--- config.mk ---
export PLATFORM = sky130hd
export DESIGN_NAME = cluster_peripheral
export DESIGN_NICKNAME = d
export VERILOG_FILES = /design/src/design/cluster_periph_pkg.sv /design/src/design/cluster_event_sampler.sv /design/src/design/cluster_perf_counters.sv /design/src/design/cluster_periph_regs.sv /design/src/design/cluster_peripheral.sv
export SDC_FILE = /design/constraint.sdc
export NUM_CORES = 2
export LEC_CHECK = 0
export BUFFER_PORTS_ARGS = -buffer_cell sky130_fd_sc_hd__buf_2
export CAP_MARGIN = 20
export CORE_MARGIN = 1
export CORE_UTILIZATION = 40
export DETAILED_ROUTE_END_ITERATION = 7
export PLACE_DENSITY_LB_ADDON = 0.15
export RECOVER_POWER = 50
export SYNTH_ARGS = -nofsm -noshare
export SYNTH_HDL_FRONTEND = slang
export SYNTH_SLANG_ARGS = --single-unit
--- constraint.sdc ---
create_clock -name clk_i -period 2.12 [get_ports clk_i]
set_clock_uncertainty 0.05 [all_clocks]
set_input_delay 0.106 -clock clk_i [delete_from_list [all_inputs] [get_ports clk_i]]
set_output_delay 0.106 -clock clk_i [all_outputs]
set_load 0.01 [all_outputs]
--- src/design/cluster_periph_pkg.sv ---
// Peripheral package with address map, event and bus structs, and shared widths
`default_nettype none

package cluster_periph_pkg;

  // Bus and counter widths
  localparam int unsigned AddrWidth       = 64;
  localparam int unsigned DataWidth       = 64;
  localparam int unsigned StrbWidth       = DataWidth / 8;
  localparam int unsigned PerfCountWidth  = 32;
  localparam int unsigned CycleCountWidth = 64;
  localparam int unsigned HartIdWidth     = 10;

  // Only the low address bits take part in decoding
  localparam int unsigned PeriphAddrWidth = 16;

  // Register byte offsets inside the peripheral window
  typedef enum logic [PeriphAddrWidth-1:0] {
    TCDMStartAddressReg = 16'h0000,
    TCDMEndAddressReg   = 16'h0008,
    NrCoresReg          = 16'h0010,
    FetchEnableReg      = 16'h0018,
    ScratchReg          = 16'h0020,
    WakeUpReg           = 16'h0028,
    CycleCountReg       = 16'h0030,
    BarrierReg          = 16'h0038,
    ClusterIdReg        = 16'h0040,
    TcdmAccessedReg     = 16'h0048,
    TcdmCongestedReg    = 16'h0050
  } periph_addr_e;

  // Perf counter k lives at PerfCounterBase + 8*k
  localparam logic [PeriphAddrWidth-1:0] PerfCounterBase = 16'h1000;

  // Event strobes raised by one core
  typedef struct packed {
    logic retired_instr;
    logic retired_load;
    logic retired_i;
    logic retired_acc;
  } core_events_t;

  localparam int unsigned NumCoreEvents = $bits(core_events_t);

  // Event strobes raised by the TCDM interconnect
  typedef struct packed {
    logic inc_accessed;
    logic inc_congested;
  } tcdm_events_t;

  typedef logic [PerfCountWidth-1:0] perf_count_t;

  // Plain request, accepted in the cycle valid is high
  typedef struct packed {
    logic                 valid;
    logic                 write;
    logic [AddrWidth-1:0] addr;
    logic [DataWidth-1:0] wdata;
    logic [StrbWidth-1:0] wstrb;
  } periph_req_t;

  // Response returned combinationally in the request cycle
  typedef struct packed {
    logic [DataWidth-1:0] rdata;
    logic                 error;
  } periph_rsp_t;

endpackage

`default_nettype wire

--- src/design/cluster_event_sampler.sv ---
// Event sampler that registers core and TCDM event strobes into a flat vector
`timescale 1ns/10ps
`default_nettype none

module cluster_event_sampler #(
  parameter int unsigned NrCores = 4
) (
  input  logic                                            clk_i,
  input  logic                                            rst_i,
  input  cluster_periph_pkg::core_events_t [NrCores-1:0]  core_events_i,
  input  cluster_periph_pkg::tcdm_events_t                tcdm_events_i,
  output logic [NrCores*cluster_periph_pkg::NumCoreEvents-1:0] sampled_events_o,
  output cluster_periph_pkg::tcdm_events_t                tcdm_sampled_o
);

  localparam int unsigned CoreEvW   = cluster_periph_pkg::NumCoreEvents;
  localparam int unsigned NumEvents = NrCores * CoreEvW;

  logic [NumEvents-1:0] flat_events;

  // Core c owns bits [c*CoreEvW +: CoreEvW] of the flat vector
  always_comb begin
    for (int unsigned c = 0; c < NrCores; c++) begin
      flat_events[c*CoreEvW +: CoreEvW] = core_events_i[c];
    end
  end

  // One register stage between the cores and the counter adders
  always_ff @(posedge clk_i) begin
    if (rst_i) begin
      sampled_events_o <= '0;
      tcdm_sampled_o   <= '0;
    end else begin
      sampled_events_o <= flat_events;
      tcdm_sampled_o   <= tcdm_events_i;
    end
  end

endmodule

`default_nettype wire

--- src/design/cluster_perf_counters.sv ---
// Counter bank with the cycle counter, per-event counters and TCDM counters
`timescale 1ns/10ps
`default_nettype none

module cluster_perf_counters #(
  parameter int unsigned NrCores = 4
) (
  input  logic                                                 clk_i,
  input  logic                                                 rst_i,
  input  logic [NrCores*cluster_periph_pkg::NumCoreEvents-1:0] sampled_events_i,
  input  cluster_periph_pkg::tcdm_events_t                     tcdm_sampled_i,
  output cluster_periph_pkg::perf_count_t
         [NrCores*cluster_periph_pkg::NumCoreEvents-1:0]       perf_counts_o,
  output logic [cluster_periph_pkg::CycleCountWidth-1:0]       cycle_count_o,
  output cluster_periph_pkg::perf_count_t                      tcdm_accessed_o,
  output cluster_periph_pkg::perf_count_t                      tcdm_congested_o
);

  localparam int unsigned NumPerfCount = NrCores * cluster_periph_pkg::NumCoreEvents;
  localparam int unsigned CycleW       = cluster_periph_pkg::CycleCountWidth;

  cluster_periph_pkg::perf_count_t [NumPerfCount-1:0] perf_count_q;
  cluster_periph_pkg::perf_count_t                    tcdm_accessed_q;
  cluster_periph_pkg::perf_count_t                    tcdm_congested_q;
  logic [CycleW-1:0]                                  cycle_count_q;

  // Free-running cycle counter, wraps at 64 bits
  always_ff @(posedge clk_i) begin
    if (rst_i) begin
      cycle_count_q <= '0;
    end else begin
      cycle_count_q <= cycle_count_q + CycleW'(1);
    end
  end

  // Every sampled event bit adds one to its own counter
  always_ff @(posedge clk_i) begin
    if (rst_i) begin
      perf_count_q <= '0;
    end else begin
      for (int unsigned i = 0; i < NumPerfCount; i++) begin
        perf_count_q[i] <= perf_count_q[i]
                         + cluster_periph_pkg::perf_count_t'(sampled_events_i[i]);
      end
    end
  end

  always_ff @(posedge clk_i) begin
    if (rst_i) begin
      tcdm_accessed_q  <= '0;
      tcdm_congested_q <= '0;
    end else begin
      tcdm_accessed_q  <= tcdm_accessed_q
                        + cluster_periph_pkg::perf_count_t'(tcdm_sampled_i.inc_accessed);
      tcdm_congested_q <= tcdm_congested_q
                        + cluster_periph_pkg::perf_count_t'(tcdm_sampled_i.inc_congested);
    end
  end

  assign perf_counts_o    = perf_count_q;
  assign cycle_count_o    = cycle_count_q;
  assign tcdm_accessed_o  = tcdm_accessed_q;
  assign tcdm_congested_o = tcdm_congested_q;

  // Software measures time by differencing reads, so no step may be skipped
  cycle_count_step: assert property (
    @(posedge clk_i) disable iff (rst_i)
    $past(!rst_i) |-> cycle_count_q == $past(cycle_count_q) + CycleW'(1)
  );

endmodule

`default_nettype wire

--- src/design/cluster_periph_regs.sv ---
// Register decoder with fetch enable, scratch, wake-up and the read data mux
`timescale 1ns/10ps
`default_nettype none

module cluster_periph_regs #(
  parameter int unsigned NrCores          = 4,
  parameter logic [31:0] TCDMStartAddress = 32'h1000_0000,
  parameter logic [31:0] TCDMEndAddress   = 32'h1002_0000
) (
  input  logic                                              clk_i,
  input  logic                                              rst_i,
  input  cluster_periph_pkg::periph_req_t                   req_i,
  output cluster_periph_pkg::periph_rsp_t                   rsp_o,
  output logic [NrCores-1:0]                                wake_up_o,
  input  logic [cluster_periph_pkg::HartIdWidth-1:0]        cluster_hart_base_id_i,
  input  cluster_periph_pkg::perf_count_t
         [NrCores*cluster_periph_pkg::NumCoreEvents-1:0]    perf_counts_i,
  input  logic [cluster_periph_pkg::CycleCountWidth-1:0]    cycle_count_i,
  input  cluster_periph_pkg::perf_count_t                   tcdm_accessed_i,
  input  cluster_periph_pkg::perf_count_t                   tcdm_congested_i
);

  localparam int unsigned NumPerfCount = NrCores * cluster_periph_pkg::NumCoreEvents;
  localparam int unsigned PerfIdxWidth = $clog2(NumPerfCount);
  localparam int unsigned DataW        = cluster_periph_pkg::DataWidth;
  localparam int unsigned StrbW        = cluster_periph_pkg::StrbWidth;
  localparam int unsigned PAddrW       = cluster_periph_pkg::PeriphAddrWidth;

  logic [PAddrW-1:0]  addr;
  logic [PAddrW-1:0]  perf_offset;
  logic               perf_hit;
  logic [DataW-1:0]   wmask;
  logic [DataW-1:0]   fetch_merged;
  logic [NrCores-1:0] fetch_enable_q, fetch_enable_d;
  logic [NrCores-1:0] wake_up_q, wake_up_d;
  logic [DataW-1:0]   scratch_q, scratch_d;

  // Takes the bytes of src where mask is set and keeps dst elsewhere
  function automatic logic [DataW-1:0] merge_bytes(input logic [DataW-1:0] dst,
                                                   input logic [DataW-1:0] src,
                                                   input logic [DataW-1:0] mask);
    return (src & mask) | (dst & ~mask);
  endfunction

  // Upper address bits are ignored
  assign addr = req_i.addr[PAddrW-1:0];

  // Expand byte strobes into a bit mask
  always_comb begin
    for (int unsigned b = 0; b < StrbW; b++) begin
      wmask[b*8 +: 8] = {8{req_i.wstrb[b]}};
    end
  end

  // Perf counter window starts at PerfCounterBase, 8 bytes per counter
  assign perf_offset = addr - cluster_periph_pkg::PerfCounterBase;
  assign perf_hit    = (addr >= cluster_periph_pkg::PerfCounterBase) &&
                       (perf_offset < NumPerfCount * 8);

  always_comb begin
    rsp_o          = '0;
    fetch_enable_d = fetch_enable_q;
    scratch_d      = scratch_q;
    wake_up_d      = '0;
    fetch_merged   = merge_bytes(DataW'(fetch_enable_q), req_i.wdata, wmask);

    if (req_i.valid) begin
      if (req_i.write) begin
        case (cluster_periph_pkg::periph_addr_e'(addr))
          cluster_periph_pkg::FetchEnableReg: begin
            // Bits above NrCores have no core behind them
            fetch_enable_d = fetch_merged[NrCores-1:0];
          end
          cluster_periph_pkg::ScratchReg: begin
            scratch_d = merge_bytes(scratch_q, req_i.wdata, wmask);
          end
          cluster_periph_pkg::WakeUpReg: begin
            wake_up_d = req_i.wdata[NrCores-1:0] & wmask[NrCores-1:0];
          end
          default: begin
            // A write with no strobes touches nothing and is harmless
            rsp_o.error = |req_i.wstrb;
          end
        endcase
      end else begin
        case (cluster_periph_pkg::periph_addr_e'(addr))
          cluster_periph_pkg::TCDMStartAddressReg: begin
            rsp_o.rdata = DataW'(TCDMStartAddress);
          end
          cluster_periph_pkg::TCDMEndAddressReg: begin
            rsp_o.rdata = DataW'(TCDMEndAddress);
          end
          cluster_periph_pkg::NrCoresReg: begin
            rsp_o.rdata = DataW'(NrCores);
          end
          cluster_periph_pkg::FetchEnableReg: begin
            rsp_o.rdata = DataW'(fetch_enable_q);
          end
          cluster_periph_pkg::ScratchReg: begin
            rsp_o.rdata = scratch_q;
          end
          cluster_periph_pkg::WakeUpReg: begin
            // Wake-up is write only
            rsp_o.error = 1'b1;
          end
          cluster_periph_pkg::CycleCountReg: begin
            rsp_o.rdata = DataW'(cycle_count_i);
          end
          cluster_periph_pkg::BarrierReg: begin
            rsp_o.rdata = '0;
          end
          cluster_periph_pkg::ClusterIdReg: begin
            rsp_o.rdata = DataW'(cluster_hart_base_id_i);
          end
          cluster_periph_pkg::TcdmAccessedReg: begin
            rsp_o.rdata = DataW'(tcdm_accessed_i);
          end
          cluster_periph_pkg::TcdmCongestedReg: begin
            rsp_o.rdata = DataW'(tcdm_congested_i);
          end
          default: begin
            if (perf_hit) begin
              rsp_o.rdata = DataW'(perf_counts_i[perf_offset[3 +: PerfIdxWidth]]);
            end else begin
              rsp_o.error = 1'b1;
            end
          end
        endcase
      end
    end
  end

  always_ff @(posedge clk_i) begin
    if (rst_i) begin
      fetch_enable_q <= '0;
      scratch_q      <= '0;
      wake_up_q      <= '0;
    end else begin
      fetch_enable_q <= fetch_enable_d;
      scratch_q      <= scratch_d;
      wake_up_q      <= wake_up_d;
    end
  end

  assign wake_up_o = wake_up_q;

  // An error is only ever the answer to a request
  error_needs_valid: assert property (
    @(posedge clk_i) disable iff (rst_i)
    rsp_o.error |-> req_i.valid
  );

  // The wake-up pulse lasts one cycle and only follows a wake-up write
  wake_up_single_pulse: assert property (
    @(posedge clk_i) disable iff (rst_i)
    !(req_i.valid && req_i.write && addr == cluster_periph_pkg::WakeUpReg)
    |=> wake_up_o == '0
  );

endmodule

`default_nettype wire

--- src/design/cluster_peripheral.sv ---
// Top level connecting the event sampler, the counter bank and the register decoder
`timescale 1ns/10ps
`default_nettype none

module cluster_peripheral #(
  parameter int unsigned NrCores          = 4,
  parameter logic [31:0] TCDMStartAddress = 32'h1000_0000,
  parameter logic [31:0] TCDMEndAddress   = 32'h1002_0000
) (
  input  logic                                           clk_i,
  input  logic                                           rst_i,
  input  cluster_periph_pkg::periph_req_t                req_i,
  output cluster_periph_pkg::periph_rsp_t                rsp_o,
  output logic [NrCores-1:0]                             wake_up_o,
  input  logic [cluster_periph_pkg::HartIdWidth-1:0]     cluster_hart_base_id_i,
  input  cluster_periph_pkg::core_events_t [NrCores-1:0] core_events_i,
  input  cluster_periph_pkg::tcdm_events_t               tcdm_events_i
);

  localparam int unsigned NumPerfCount = NrCores * cluster_periph_pkg::NumCoreEvents;

  logic [NumPerfCount-1:0]                            sampled_events;
  cluster_periph_pkg::tcdm_events_t                   tcdm_sampled;
  cluster_periph_pkg::perf_count_t [NumPerfCount-1:0] perf_counts;
  logic [cluster_periph_pkg::CycleCountWidth-1:0]     cycle_count;
  cluster_periph_pkg::perf_count_t                    tcdm_accessed;
  cluster_periph_pkg::perf_count_t                    tcdm_congested;

  cluster_event_sampler #(
    .NrCores (NrCores)
  ) i_sampler (
    .clk_i            (clk_i),
    .rst_i            (rst_i),
    .core_events_i    (core_events_i),
    .tcdm_events_i    (tcdm_events_i),
    .sampled_events_o (sampled_events),
    .tcdm_sampled_o   (tcdm_sampled)
  );

  cluster_perf_counters #(
    .NrCores (NrCores)
  ) i_counters (
    .clk_i            (clk_i),
    .rst_i            (rst_i),
    .sampled_events_i (sampled_events),
    .tcdm_sampled_i   (tcdm_sampled),
    .perf_counts_o    (perf_counts),
    .cycle_count_o    (cycle_count),
    .tcdm_accessed_o  (tcdm_accessed),
    .tcdm_congested_o (tcdm_congested)
  );

  cluster_periph_regs #(
    .NrCores          (NrCores),
    .TCDMStartAddress (TCDMStartAddress),
    .TCDMEndAddress   (TCDMEndAddress)
  ) i_regs (
    .clk_i                  (clk_i),
    .rst_i                  (rst_i),
    .req_i                  (req_i),
    .rsp_o                  (rsp_o),
    .wake_up_o              (wake_up_o),
    .cluster_hart_base_id_i (cluster_hart_base_id_i),
    .perf_counts_i          (perf_counts),
    .cycle_count_i          (cycle_count),
    .tcdm_accessed_i        (tcdm_accessed),
    .tcdm_congested_i       (tcdm_congested)
  );

endmodule

`default_nettype wire

==> results.yml <==
layout:
  drive_above_1_share_pct: 28.8
  nNetsFinal: 5168
  n_fill_cell: 8329
  syn2layout_area_growth_pct: 34.6
  fin_area_um2: 49700
  fin_util_pct: 54.3
logic_synthesis:
  synthSimpleGateAreaFrac_pct: 26.2
  syn_area_um2: 36900
  ys_warn_count: 0
  synth_xor_xnor_area_share_pct: 11.0
  ys_top_cells_by_count: "dfxtp_1 (730), nor2_1 (622), xnor2_1 (254), nand2_1 (234), nand3_1 (222)"
  synthArstFlopShare_pct: 0
  synth_fa_ha_area_share_pct: 1.25
  synthFlopType: "dfxtp_1"
  muxShareOfSynthArea_pct: 10.3
  synth_area_per_cell_um2: 8.95
  yosysMostFrequentCell: "dfxtp_1"
  yosysTopAreaCell: "dfxtp_1"
  synth_nets: 4328
  synth_top_family_by_area: "simple AND/OR/NAND/NOR gates"
  synth_cell_type_count: 72
  netlist_instances: 4123
  synth_edf_count: 0
  synth_compound_area_share_pct: 8.31
  ys_seq_area_share_pct: 39.6
  synth_seq_cells: 730
  synthTopCellsByArea: "dfxtp_1 (40%), mux4_2 (7.1%), nor2_1 (6.3%)"
  yosys.area.top_type_share_pct: 39.6
floorplanning:
  core_um2: 91500
  io_pins: 237
  die_w_um: 306
  num_rows: 111
  die_h_um: 306
  dieArea_um2: 93500
  initial_core_util_pct: 40.3
timing:
  worstMarginPinSlew_ps: 1530
  hold_violations: 1
  rsz0062_at_grt: "true"
  timing.final.crit_period_ps: 3090
  period_share_pct: 146
  slew_viol_final: 49
  fmax_mhz: 324
  maxSlewHeadroom_pct: -1.84
  hold_slack_ps: -23.4
  timing.final.ws_setup_ps: -966
  fin_tns_setup_ps: -169560
  setup_viol: 543
clock_network:
  clockRootBuffer: "clkbuf_16"
  cts_sinks: 730
  htreeDepth: 3
  cts_tree: "built"
  clock_latency_ps: 670
  clk_path_buf_depth: 3
  numCtsBuffers: 85
  clk_pin_slew_ps: 60
route:
  ant_nets: 0
  drt_wl_total_um: 130000
  vias: 34600
  drt_iter0_drc: 2761
  drt_pass1_iterations: 5
  drc: 0
  post_drt_wl_per_cell_um: 20.9
  vias_per_cell: 5.57
grt:
  grtUsageTotal_pct: 27.2
  antenna_found_initial: 3
  grt_pass1_wl_um: 198000
  grt_overflow: 0
  grt_max_degree: 54
  grt_pass1_vias: 33100
critical_path:
  path_delay_family: "compound AO/OA/AOI/OAI gates"
  start_kind: "register"
  slowest_stage: "a222oi_1"
  crit_chain: "mux4_2, a21o_1, a222oi_1, buf_4, o22ai_2, buf_2"
  critPathMaxFanout: 3
  rr_startpoint: "i_counters.cycle_count_o[10]"
  critPathBufInv: 2
  r2r_end: "i_counters.cycle_count_o[47]"
  r2r_setup_slack_ps: -260
  slowest_delay_ps: 790
  arrival_ps: 2930
  endpoint_kind: "primary output"
  critPathRequiredTime_ps: 1960
  crit_type: "register to primary output"
  ff2ff_path_depth: 7
power:
  power_uw: 30200
  peakVddDrop_v: 0.000528
  p_per_area_nw_per_um2: 608
  cellLeakagePower_uw: 0.0186
place:
  dpl-instance-area_um2: 43800
  routabilityCongestion: 0.942
  hpwl_um: 96100
  port_buffers: 188
run:
  max_cap_viol_count: 1
outcome:
  failed_checks: "hold timing, capacitance limit, slew limit, setup timing"
  status: "finished with violations"
min_path:
  hold-path-cell-count: 5
  hold_class: "input port to register"
  min-delay-start: "req_i[3]"
[state kept, by name (all words and copies together), names as in the netlist, named ones only]
| name | flops |
|---|---|
| i_counters.tcdm_congested_o | 32 |
| i_sampler.sampled_events_o | 16 |
| i_regs.wake_up_o | 4 |
| i_sampler.tcdm_sampled_o | 2 |
| i_counters.perf_counts_o | 512 |
| i_counters.tcdm_accessed_o | 32 |
| i_counters.cycle_count_o | 64 |
[power breakdown]
group / leakage (uW) / internal [uW] / switching, uW
registers: 0.00594 / 13800 / 52.5
clock network: 0.00138 / 8760 / 6100
logic: 0.0113 / 702 / 821
total: 0.0186 / 23200 / 6970
[routing by layer]
layer | part of all wire, % | GRT usage [%] | up-vias
met5 | 0.00077 | 0 | -
met4 | 3.4 | 9.64 | 2
met3 | 6.0 | 3.36 | 229
met2 | 46 | 44.2 | 1064
met1 | 45 | 37.0 | 16800
li1 | - | - | 16600
[kinds of logic (layout without fill, tap and decap cells)]
| kind of cell | after synthesis | after routing |
|---|---|---|
| xor gates and xnor gates | 463 | 463 |
| buffers and inverters | 309 | 1214 |
| adders and majority gates | 37 | 37 |
| and+or+nand+nor | 1873 | 1874 |
| DFF | 730 | 730 |
| muxes | 234 | 234 |
| AOI/OAI and AO/OA | 477 | 477 |
| other | 0 | 1 |
[layout make-up]
type / count / area [um2] / share of cell area [%]
inverter: 75 / 282 / 0.567
clock inverter: 22 / 243 / 0.489
antenna: 1 / 2.50 / 0.00504
tap: 1186 / 1480 / 2.99
clock buffer: 131 / 2550 / 5.14
timing repair buffer: 986 / 7960 / 16.0
multi-input combinational: 3085 / 22400 / 45.1
sequential: 730 / 14700 / 29.7
[metrics by stage]
| stage | setup WS [ps] | std cells |
|---|---|---|
| floorplan | -26.7 | 4123 |
| global placement | -550 | 5901 |
| detailed placement | -530 | 5901 |
| CTS | -921 | 6208 |
| global route | -1020 | 6216 |
| finish | -966 | 6216 |
[worst reg2reg max path, stage by stage, from the launching register on]
cell	delay [ps]
dfxtp_2	320
and4_4	240
nand4_1	150
or4_4	620
buf_12	190
buf_16	130
or4_4	480
a21oi_2	140
[cell usage in the layout, fill, tap and decap left out, drive strengths merged, types with 5 or more instances in the layout]
cell,instances
buf,852
dfxtp,730
nor2,622
xnor2,254
nand2,235
nand3,230
xor2,209
clkbuf,162
a21oi,155
nand4,147
mux4,116
nor4,114
mux2i,111
o21ai,108
dlygate4sd3,102
or3,99
nor3,86
inv,76
and4,76
nor2b,69
and3,67
and2,45
or4,43
a22oi,37
ha,37
a221oi,30
o31ai,30
o22ai,22
a32o,21
a22o,21
clkinv,16
a21o,13
nor4b,11
a222oi,10
mux2,7
nand4b,6
or4b,6
or2,5
[repair_timing]
item	CTS	global route
buffers inserted	35	28
endpoints found under the hold margin	208	1
pin swaps	110	83
hold buffers	116	1
resized for setup	234	171
endpoints found under the setup margin	120	191
cloned	9	3
[worst max-delay path by stage]
stage | to | slack (ps) | cells after the start | from
after detailed placement | rsp_o[12] | -530 | 8 | req_i[75]
after global routing | rsp_o[12] | -1020 | 6 | i_counters.perf_counts_o[491]
after floorplan | i_counters.perf_counts_o[255] | -30 | 5 | i_counters.perf_counts_o[235]
final | rsp_o[12] | -970 | 6 | i_counters.perf_counts_o[491]
after CTS | rsp_o[12] | -920 | 6 | i_counters.perf_counts_o[459]
after global placement | rsp_o[12] | -550 | 8 | req_i[75]
Note: power is estimated with default switching activity, not from simulation.
